### src/include/exec_defines.svh
`ifndef EXEC_DEFINES_SVH
`define EXEC_DEFINES_SVH

// operand and result width
`define EXEC_XLEN 32

// destination register address
`define EXEC_REG_W 5

// cycles from issue to retirement
`define EXEC_DEPTH 6

// multiply and divide latency
// each must stay within 2 and EXEC_DEPTH
`define EXEC_MULT_CYCLES 4
`define EXEC_DIV_CYCLES 6

// holds the largest cycle count
`define EXEC_TIMER_W 4

`endif
### src/hdl/exec_pkg.sv
`include "exec_defines.svh"

package exec_pkg;

  // operation select at issue
  typedef enum logic [2:0] {
    OP_AND  = 3'd0,
    OP_OR   = 3'd1,
    OP_ADD  = 3'd2,
    OP_SUB  = 3'd3,
    OP_MULT = 3'd4,  // low half of product
    OP_DIV  = 3'd5   // unsigned quotient
  } exec_op_t;

  // travels with each issue slot down to retirement
  typedef struct packed {
    logic                   valid;  // slot holds a real op
    exec_op_t               op;
    logic [`EXEC_REG_W-1:0] rd;
  } exec_tag_t;

  // 1 + 3 + 5 bits

endpackage

### src/hdl/align_pipe.sv
`timescale 1ns/1ps

// delay line of DEPTH register stages
// value sampled at edge t leaves the last stage after edge t+DEPTH-1
module align_pipe #(
  parameter type payload_t = logic,
  parameter int  DEPTH     = 1
) (
  input  logic     clk,
  input  logic     rst,
  input  payload_t in,
  output payload_t out
);

  payload_t stage [DEPTH];

  always_ff @(posedge clk) begin
    if (!rst) begin
      for (int i = 0; i < DEPTH; i++) begin
        stage[i] <= '0;
      end
    end else begin
      stage[0] <= in;
      for (int i = 1; i < DEPTH; i++) begin
        stage[i] <= stage[i-1];  // shift every cycle, no stall
      end
    end
  end

  assign out = stage[DEPTH-1];

endmodule

### src/hdl/alu_datapath.sv
`timescale 1ns/1ps
`include "exec_defines.svh"

module alu_datapath (
  input  logic                  clk,
  input  logic                  rst,
  input  exec_pkg::exec_op_t    op,
  input  logic [`EXEC_XLEN-1:0] a,
  input  logic [`EXEC_XLEN-1:0] b,
  input  logic                  mdu_start,
  input  logic                  mdu_finish,
  input  exec_pkg::exec_op_t    tail_op,   // op of the retiring slot
  output logic [`EXEC_XLEN-1:0] result
);

  logic [`EXEC_XLEN-1:0] alu_value;
  logic [`EXEC_XLEN-1:0] alu_tail;

  exec_pkg::exec_op_t    mdu_op;
  logic [`EXEC_XLEN-1:0] mdu_a;
  logic [`EXEC_XLEN-1:0] mdu_b;
  logic [`EXEC_XLEN-1:0] product;
  logic [`EXEC_XLEN-1:0] quotient;
  logic [`EXEC_XLEN-1:0] mdu_result;
  logic                  tail_is_mdu;

  // single-cycle ops
  always_comb begin
    case (op)
      exec_pkg::OP_AND: alu_value = a & b;
      exec_pkg::OP_OR:  alu_value = a | b;
      exec_pkg::OP_ADD: alu_value = a + b;
      exec_pkg::OP_SUB: alu_value = a - b;
      default:          alu_value = '0;  // mult/div slot, value unused
    endcase
  end

  // same depth as the tag line so both tails line up
  align_pipe #(
    .payload_t (logic [`EXEC_XLEN-1:0]),
    .DEPTH     (`EXEC_DEPTH + 1)
  ) result_pipe (
    .clk (clk),
    .rst (rst),
    .in  (alu_value),
    .out (alu_tail)
  );

  // operands held steady while the unit runs
  always_ff @(posedge clk) begin
    if (mdu_start) begin
      mdu_op <= op;
      mdu_a  <= a;
      mdu_b  <= b;
    end
  end

  assign product = mdu_a * mdu_b;  // low half only

  // zero divisor gives all ones
  assign quotient = (mdu_b == '0) ? '1 : (mdu_a / mdu_b);

  // lands at edge t+N, stays until the next finish
  always_ff @(posedge clk) begin
    if (mdu_finish) begin
      if (mdu_op == exec_pkg::OP_DIV) begin
        mdu_result <= quotient;
      end else begin
        mdu_result <= product;
      end
    end
  end

  // only one mult/div result is live at a time
  // so the tail can just pick the stored one
  assign tail_is_mdu = (tail_op == exec_pkg::OP_MULT) || (tail_op == exec_pkg::OP_DIV);

  assign result = tail_is_mdu ? mdu_result : alu_tail;

endmodule

### src/hdl/cycle_timer.sv
`timescale 1ns/1ps
`include "exec_defines.svh"

module cycle_timer (
  input  logic                     clk,
  input  logic                     rst,
  input  logic                     timer_load,
  input  logic [`EXEC_TIMER_W-1:0] timer_value,
  output logic                     expired
);

  localparam logic [`EXEC_TIMER_W-1:0] LAST = 1;

  logic [`EXEC_TIMER_W-1:0] count;

  always_ff @(posedge clk) begin
    if (!rst) begin
      count <= '0;
    end else if (timer_load) begin
      count <= timer_value;
    end else if (count != '0) begin
      count <= count - 1'b1;  // sits at zero once drained
    end
  end

  // high in the final counting cycle
  assign expired = (count == LAST);

endmodule

### src/hdl/exec_unit.sv
`timescale 1ns/1ps
`include "exec_defines.svh"

// in-order execution unit
// op issued at edge t retires in the cycle after edge t+EXEC_DEPTH
module exec_unit (
  input  logic                   clk,
  input  logic                   rst,
  input  logic                   issue,    // one-cycle strobe
  input  exec_pkg::exec_op_t     op,
  input  logic [`EXEC_XLEN-1:0]  a,
  input  logic [`EXEC_XLEN-1:0]  b,
  input  logic [`EXEC_REG_W-1:0] rd,
  output logic                   done,     // retirement strobe
  output logic [`EXEC_XLEN-1:0]  result,
  output logic [`EXEC_REG_W-1:0] done_rd,
  output logic                   busy      // mult/div unit occupied
);

  logic                     mdu_start;
  logic                     mdu_finish;
  logic                     timer_load;
  logic [`EXEC_TIMER_W-1:0] timer_value;
  logic                     expired;

  exec_pkg::exec_tag_t tag_in;
  exec_pkg::exec_tag_t tag_out;

  assign tag_in = '{valid: issue, op: op, rd: rd};

  mdu_control mdu_control_inst (
    .clk         (clk),
    .rst         (rst),
    .issue       (issue),
    .op          (op),
    .expired     (expired),
    .busy        (busy),
    .mdu_start   (mdu_start),
    .timer_load  (timer_load),
    .timer_value (timer_value),
    .mdu_finish  (mdu_finish)
  );

  cycle_timer cycle_timer_inst (
    .clk         (clk),
    .rst         (rst),
    .timer_load  (timer_load),
    .timer_value (timer_value),
    .expired     (expired)
  );

  align_pipe #(
    .payload_t (exec_pkg::exec_tag_t),
    .DEPTH     (`EXEC_DEPTH + 1)
  ) tag_pipe (
    .clk (clk),
    .rst (rst),
    .in  (tag_in),
    .out (tag_out)
  );

  alu_datapath alu_datapath_inst (
    .clk        (clk),
    .rst        (rst),
    .op         (op),
    .a          (a),
    .b          (b),
    .mdu_start  (mdu_start),
    .mdu_finish (mdu_finish),
    .tail_op    (tag_out.op),
    .result     (result)
  );

  assign done    = tag_out.valid;
  assign done_rd = tag_out.rd;

endmodule

### src/hdl/mdu_control.sv
`timescale 1ns/1ps
`include "exec_defines.svh"

module mdu_control (
  input  logic                     clk,
  input  logic                     rst,
  input  logic                     issue,
  input  exec_pkg::exec_op_t       op,
  input  logic                     expired,
  output logic                     busy,
  output logic                     mdu_start,
  output logic                     timer_load,
  output logic [`EXEC_TIMER_W-1:0] timer_value,
  output logic                     mdu_finish
);

  // timer reaches its last count N-1 cycles after the load
  // so the finish strobe is sampled N edges after the issue
  localparam logic [`EXEC_TIMER_W-1:0] MULT_LOAD = `EXEC_MULT_CYCLES;
  localparam logic [`EXEC_TIMER_W-1:0] DIV_LOAD  = `EXEC_DIV_CYCLES;

  typedef enum logic [1:0] {
    IDLE,
    MULT_RUN,
    DIV_RUN
  } state_t;

  state_t state;
  state_t state_next;
  logic   is_mult;
  logic   is_div;

  assign is_mult = issue && (op == exec_pkg::OP_MULT);
  assign is_div  = issue && (op == exec_pkg::OP_DIV);

  // a mult/div issued while running is dropped
  assign mdu_start   = (state == IDLE) && (is_mult || is_div);
  assign timer_load  = mdu_start;
  assign timer_value = is_div ? DIV_LOAD : MULT_LOAD;

  assign busy       = (state != IDLE);
  assign mdu_finish = busy && expired;

  always_comb begin
    state_next = state;
    case (state)
      IDLE: begin
        if (is_mult) begin
          state_next = MULT_RUN;
        end else if (is_div) begin
          state_next = DIV_RUN;
        end
      end
      MULT_RUN, DIV_RUN: begin
        if (expired) begin
          state_next = IDLE;  // unit free next cycle
        end
      end
      default: state_next = IDLE;
    endcase
  end

  always_ff @(posedge clk) begin
    if (!rst) begin
      state <= IDLE;
    end else begin
      state <= state_next;
    end
  end

endmodule

### config.mk
export PLATFORM = sky130hd
export DESIGN_NAME = exec_unit
export DESIGN_NICKNAME = d
export VERILOG_FILES = /design/src/hdl/exec_pkg.sv /design/src/hdl/align_pipe.sv /design/src/hdl/alu_datapath.sv /design/src/hdl/cycle_timer.sv /design/src/hdl/exec_unit.sv /design/src/hdl/mdu_control.sv
export VERILOG_INCLUDE_DIRS = /design/src /design/src/include
export SDC_FILE = /design/constraint.sdc
export NUM_CORES = 2
export LEC_CHECK = 0
export BUFFER_PORTS_ARGS = -buffer_cell sky130_fd_sc_hd__clkbuf_2
export CAP_MARGIN = 10
export CORE_UTILIZATION = 38
export CTS_BUF_LIST = sky130_fd_sc_hd__clkbuf_8
export DETAILED_ROUTE_END_ITERATION = 8
export PLACE_DENSITY = 0.59
export SLEW_MARGIN = 20
export SYNTH_ARGS = -nofsm -noshare
export SYNTH_HDL_FRONTEND = slang
export SYNTH_SLANG_ARGS = --single-unit
### constraint.sdc
create_clock -name clk -period 130.7 [get_ports clk]
set_input_delay 26.14 -clock clk [delete_from_list [all_inputs] [get_ports clk]]
set_output_delay 26.14 -clock clk [all_outputs]
set_load 0.01 [all_outputs]
After elaboration in Yosys (flattened, before gate mapping):

Memory sizes are Yosys's and may differ from the RTL's.
Index checks and enable logic that the tools add are counted.

* flip-flop bits (word level): 105
* memory bits (writable): 287
* output and inout port bits: 39
* logic and storage cells: 83
* memories kept: 2

* add/subtract/negate cells: 3
* multipliers: 1
* divide/modulo/power cells: 1
* eq/ne operators: 13
* muxes and demuxes: 27
* bitwise operators: 16
* reductions and logical operators: 14

Memory list
* alu_datapath_inst.result_pipe.stage: words 7, width 32, rd ports 7, clocked after Yosys merged registers in 0, wr ports 7, line align_pipe.sv:15 `payload_t stage [DEPTH];`
* tag_pipe.stage: words 7, width 9, rd ports 7, clocked after Yosys merged registers in 0, wr ports 7, line align_pipe.sv:15

Operators by type and width (number)
* $mux W32: 10
* $pmux W32 S4: 1
* $mux W9: 7
* $add A32 B32 Y32: 1
* $and A32 B32 Y32: 1
* $div A32 B32 Y32: 1
* $logic_not A32 Y1: 1
* $mul A32 B32 Y32: 1
* $or A32 B32 Y32: 1
* $sub A32 B32 Y32: 1
* $eq A3 B3 Y1 const B: 5
* $or A1 B1 Y1: 14
* $mux W2: 4
* $mux W4: 2
* $eq A3 B2 Y1 const B: 2
* $eq A4 B1 Y1 const B: 1
* $logic_and A1 B1 Y1: 4
* $pmux W2 S2: 1
* $reduce_bool A2 Y1: 2
* $reduce_bool A4 Y1: 1
* $sub A4 B1 Y4 const B: 1
* $eq A3 B1 Y1 const B: 1
* $logic_not A3 Y1: 1
* $ne A3 B1 Y1 const B: 1
* 8 further kinds: 10

Longest topological paths before layout:

* depth after elaboration: 5
* depth in mapped cells: 342

By module:

A second synthesis with hierarchy kept.

* cell total of the unflattened synthesis: 7541
* area total of the unflattened synthesis: 60103.9 um^2

By module, submodules not included
* alu_datapath: instances 1, cells each 6884, area an instance 51804.7 um^2
* align_pipe at alu_datapath_inst.result_pipe: instances 1, cells each 472, area an instance 6077.1 um^2
* align_pipe at tag_pipe: instances 1, cells each 132, area an instance 1764.2 um^2
* cycle_timer: instances 1, cells each 27, area an instance 251.5 um^2
* mdu_control: instances 1, cells each 26, area an instance 206.4 um^2

Worst setup path after synthesis:

No wires, ideal clock.

* kind: flip-flop to flip-flop
* start point: register alu_datapath_inst.mdu_b[23]
* end point: register alu_datapath_inst.mdu_result[0] (data pin)
* setup time: 269 ps
* arrival: 70467 ps
* path slack: 59964 ps
* cell stages (with the launch flop): 312
* buffers on the path: 45
* path through: edfxtp_1 -> buf_6 -> or4_4 -> or4_4 -> nor3_4 -> and3_1 -> a21oi_2 -> ha_1 -> o21a_1 -> o21ai_0 -> nor4_2 -> a21oi_1 -> ha_1 -> o211ai_1 -> nand2_1 -> o2111ai_1 -> a22oi_1 -> o21ai_0 -> [276 not listed] -> clkbuf_1 -> clkbuf_1 -> nand2_1 -> o21ai_0 -> ha_1 -> a21o_1 -> a21o_1 -> a21o_1 -> a21o_1 -> a21o_1 -> a21o_1 -> a21o_1 -> a211o_1 -> a21oi_1 -> o21ai_0 -> a221o_1 -> a221oi_1 -> o22ai_1

* word-level cells in the longest chain between the ends: 3

RTL lines
* start: declaration: line alu_datapath.sv:21 `` logic [`EXEC_XLEN-1:0] mdu_b; ``
* start signal: assignment: line alu_datapath.sv:54 `mdu_b <= b;`
* $div A32 B32 Y32 or $logic_not A32 Y1 (tied branches): line alu_datapath.sv:61 `assign quotient = (mdu_b == '0) ? '1 : (mdu_a / mdu_b);`
* $mux W32 (*): line alu_datapath.sv:61
* $mux W32 (*): line alu_datapath.sv:66 `if (mdu_op == exec_pkg::OP_DIV) begin`
* end signal: assignment: line alu_datapath.sv:67 `mdu_result <= quotient;`
* end signal: assignment: line alu_datapath.sv:69 `mdu_result <= product;`
* end: declaration: line alu_datapath.sv:24 `` logic [`EXEC_XLEN-1:0] mdu_result; ``

Mark *: on every way between the ends. The rest lies on a longest branch, timed or not.
A chain may end at the register's enable or synchronous reset.

Final worst setup path:

* start point: register alu_datapath_inst.mdu_a[10]
* end point: register alu_datapath_inst.mdu_result[0] (data pin)

* word-level cells in the longest chain between the ends: 3

RTL lines
* start: declaration: line alu_datapath.sv:20 `` logic [`EXEC_XLEN-1:0] mdu_a; ``
* start signal: assignment: line alu_datapath.sv:53 `mdu_a <= a;`
* $div A32 B32 Y32: line alu_datapath.sv:61
* $mux W32: line alu_datapath.sv:61
* $mux W32: line alu_datapath.sv:66

Every way passes these cells.

==> flow_metrics.py <==
metrics = {
    "status": {
        "status": "complete, no violations",
    },
    "critical_path": {
        "r2r-start": "alu_datapath_inst.mdu_a[10]",
        "timing_worst_setup_path_type": "reg -> reg",
        "cpMostUsedCell": "ha_1",
        "critPathSlowestCell": "o21a_1",
        "r2r_end": "alu_datapath_inst.mdu_result[0]",
        "cp_num_buf_inv": 17,
        "worstPathArrival_ps": 86330,
        "cp_max_fo": 32,
        "cp_data_required_time_ps": 131140,
        "crit_family": "compound AO/OA/AOI/OAI gates",
        "crit_end": "alu_datapath_inst.mdu_result[0]",
        "reg2reg_setup_slack_ps": 44810,
        "ff2ff_path_depth": 288,
        "path_depth": 288,
        "setup.worst_path.start": "alu_datapath_inst.mdu_a[10]",
        "max_stage_delay_ps": 900,
        "crit_path_end_kind": "register",
        "cp-start-kind": "register",
    },
    "cts": {
        "cts_tree": "built",
        "root_buffer": "clkbuf_8",
        "cts_setup_buffers": 0,
        "clkTransAtPathRegs_ps": 70,
        "cts_made_buffers": 66,
        "h-tree-depth": 3,
        "clock_path_buffers": 3,
        "clk_latency_ps": 720,
        "ctsResizeCount": 0,
        "holdBufCountCts": 0,
        "clock-sinks": 385,
    },
    "routing": {
        "num_vias": 55800,
        "via_per_inst": 5.89,
        "firstDrtPassIters": 6,
        "post_drt_wl_per_cell_um": 24.4,
        "drc_errors": 0,
        "drt_iter0_drc": 5290,
        "finalWirelength_um": 231000,
        "ant_nets": 0,
    },
    "sta": {
        "max_slew_margin_pct": 18.6,
        "final.setup.tns_ps": 0,
        "fin_crit_sh_pct": 65.7,
        "max_slew.worst_pin.slew_ps": 1210,
        "skew_ps": 55.4,
        "fmax_ghz": 0.0116,
        "rsz0062_at_grt": "no",
        "hold_slack_ps": 394,
        "hold_viol_final": 0,
        "drv_slew": 0,
        "period_minus_slack_ps": 85890,
        "setup_viol": 0,
    },
    "power_and_ir_drop": {
        "sw_frac_of_total_pct": 50.1,
        "power.switching_uw": 496,
        "comb_power_share_pct": 72.8,
        "pwr-share-clk_pct": 12.1,
        "p_leak_nw": 29.5,
        "power.density_nw_per_um2": 15.6,
        "p_int_uw": 495,
        "ir_drop_uv": 35.3,
        "seqPwrFrac_pct": 15.1,
        "power_uw": 991,
    },
    "synth": {
        "async_reset_ff_share_pct": 0,
        "yosys_warnings": 0,
        "synth_edf_count": 99,
        "synth-seq-cells": 385,
        "syn_avg_cell_area_um2": 8.00,
        "ys_seq_area_share_pct": 14.7,
        "ys.flop_type": "dfxtp_1",
        "syn_area_um2": 59100,
        "syn-num-nets": 8565,
        "synth.distinct_cells": 124,
        "postSynthCellCount": 7387,
    },
    "die": {
        "rows": 144,
        "io_pins": 114,
        "die_y_um": 396,
        "die_area_um2": 157000,
        "initial_utilization_pct": 38.3,
        "fp.dieW_um": 396,
        "core_area_um2": 154000,
    },
    "grt": {
        "gr-total-overflow": 0,
        "grt_pass1_wl_um": 344000,
        "grt_usage_pct": 28.8,
        "antenna_found_initial": 7,
        "grt_pass1_vias": 54000,
        "grt_max_degree": 134,
    },
    "placement": {
        "place_hpwl_um": 179000,
        "io_buffers": 113,
        "placedCellCount": 9361,
        "globalplace.congestion": 1.01,
    },
    "final_layout": {
        "finalNonFillerCells": 9481,
        "synthToLayoutAreaGrowth_pct": 7.45,
        "fin_nets": 8563,
        "n_fill_cell": 15900,
        "layout_commonest_cell": "nand2_1",
        "final_cell_mix": "900 x nand2_1, 694 x ha_1, 692 x inv_1, 554 x nor2_1, 426 x a21oi_1",
        "layout-drive-gt1-share_pct": 8.07,
    },
    "hold_path": {
        "hold_path.class": "reg -> reg",
    },
    "run": {
        "maxCapViolCount": 0,
    },
}
-- cells in the mapped netlist, types with 77 or more instances --
library cell / number / share of area [%]
o21ai_0: 275 / 2.3
inv_1: 672 / 4.3
xor2_1: 184 / 2.7
a21o_1: 176 / 2.2
clkbuf_1: 248 / 1.6
nand3_1: 118 / 1.0
xnor2_1: 280 / 4.1
mux2_2: 77 / 1.5
nor3_1: 175 / 1.5
edfxtp_1: 99 / 5.0
nor2_1: 556 / 3.5
a211oi_1: 77 / 0.98
ha_1: 694 / 15
a21oi_1: 430 / 3.6
dfxtp_1: 286 / 9.7
o21a_1: 114 / 1.4
nand2_1: 900 / 5.7
and2_1: 348 / 3.7
a31oi_1: 85 / 0.90
fa_1: 409 / 14
-- area by class of cell --
cell class / instances / area [µm²] / area share, %
tap: 2044 / 2560 / 4.03
clock buffer: 75 / 1030 / 1.63
timing repair buffer: 241 / 1530 / 2.41
sequential: 385 / 8700 / 13.7
antenna: 2 / 5.00 / 0.00788
multi-input combinational: 6018 / 46800 / 73.7
inverter: 673 / 2530 / 3.98
clock inverter: 43 / 380 / 0.599
-- worst min-delay path by stage --
stage | start | to | slack, ps | cells past startpoint
after global routing | alu_datapath_inst.result_pipe.stage[1][50] | alu_datapath_inst.result_pipe.stage[2][18] | 420 | 1
after detailed placement | alu_datapath_inst.result_pipe.stage[2][6] | alu_datapath_inst.result_pipe.stage[2][38] | 420 | 1
after global placement | alu_datapath_inst.result_pipe.stage[2][37] | alu_datapath_inst.result_pipe.stage[3][5] | 410 | 1
after floorplan | alu_datapath_inst.result_pipe.stage[0][0] | alu_datapath_inst.result_pipe.stage[0][32] | 410 | 1
after CTS | alu_datapath_inst.result_pipe.stage[1][50] | alu_datapath_inst.result_pipe.stage[2][18] | 390 | 1
final | alu_datapath_inst.result_pipe.stage[2][15] | alu_datapath_inst.result_pipe.stage[2][47] | 390 | 1
-- power groups by stage --
stage / combinational, mW / clock, mW / sequential, mW
finish: 0.721 / 0.120 / 0.150
CTS: 0.715 / 0.123 / 0.150
global route: 0.790 / 0.128 / 0.150
floorplan: 0.481 / 0 / 0.151
detailed placement: 0.703 / 0 / 0.152
global placement: 0.710 / 0 / 0.152
-- routing by layer --
metal	share of wire [%]	vias up	global-route usage [%]
met5	0.0056	-	0
met4	5.3	2	13.4
met3	8.4	527	4.98
met2	43	2467	45.1
met1	43	27100	38.5
li1	-	25700	-
-- per-stage QoR --
step,cell area (µm²),utilization [%],setup slack [ps]
after global placement,62100,40.2,47070
after floorplan,59100,-,59960
after global routing,63500,41.2,39430
after CTS,63500,41.2,46240
after detailed placement,62100,40.2,46470
final,63500,41.2,44810
-- cells by family after synthesis --
group	count (synthesis)	synth area share [%]
adder cells (fa/ha/maj)	1117	28.8
multiplexers	113	2.11
AO/OA/AOI/OAI	1739	20.1
XOR/XNOR	464	6.88
buffers and inverters	984	6.40
AND/OR/NAND/NOR	2585	21.0
flip-flops	385	14.7
-- registers in the layout, indices dropped and copies added, names as in the netlist --
| signal | count |
|---|---|
| cycle_timer_inst.count | 4 |
| alu_datapath_inst.mdu_a | 32 |
| alu_datapath_inst.mdu_b | 32 |
| tag_pipe.stage | 56 |
| alu_datapath_inst.mdu_op | 3 |
| mdu_control_inst.state | 2 |
| alu_datapath_inst.mdu_result | 32 |
| alu_datapath_inst.result_pipe.stage | 224 |
Note: power is estimated with default switching activity, not from simulation.
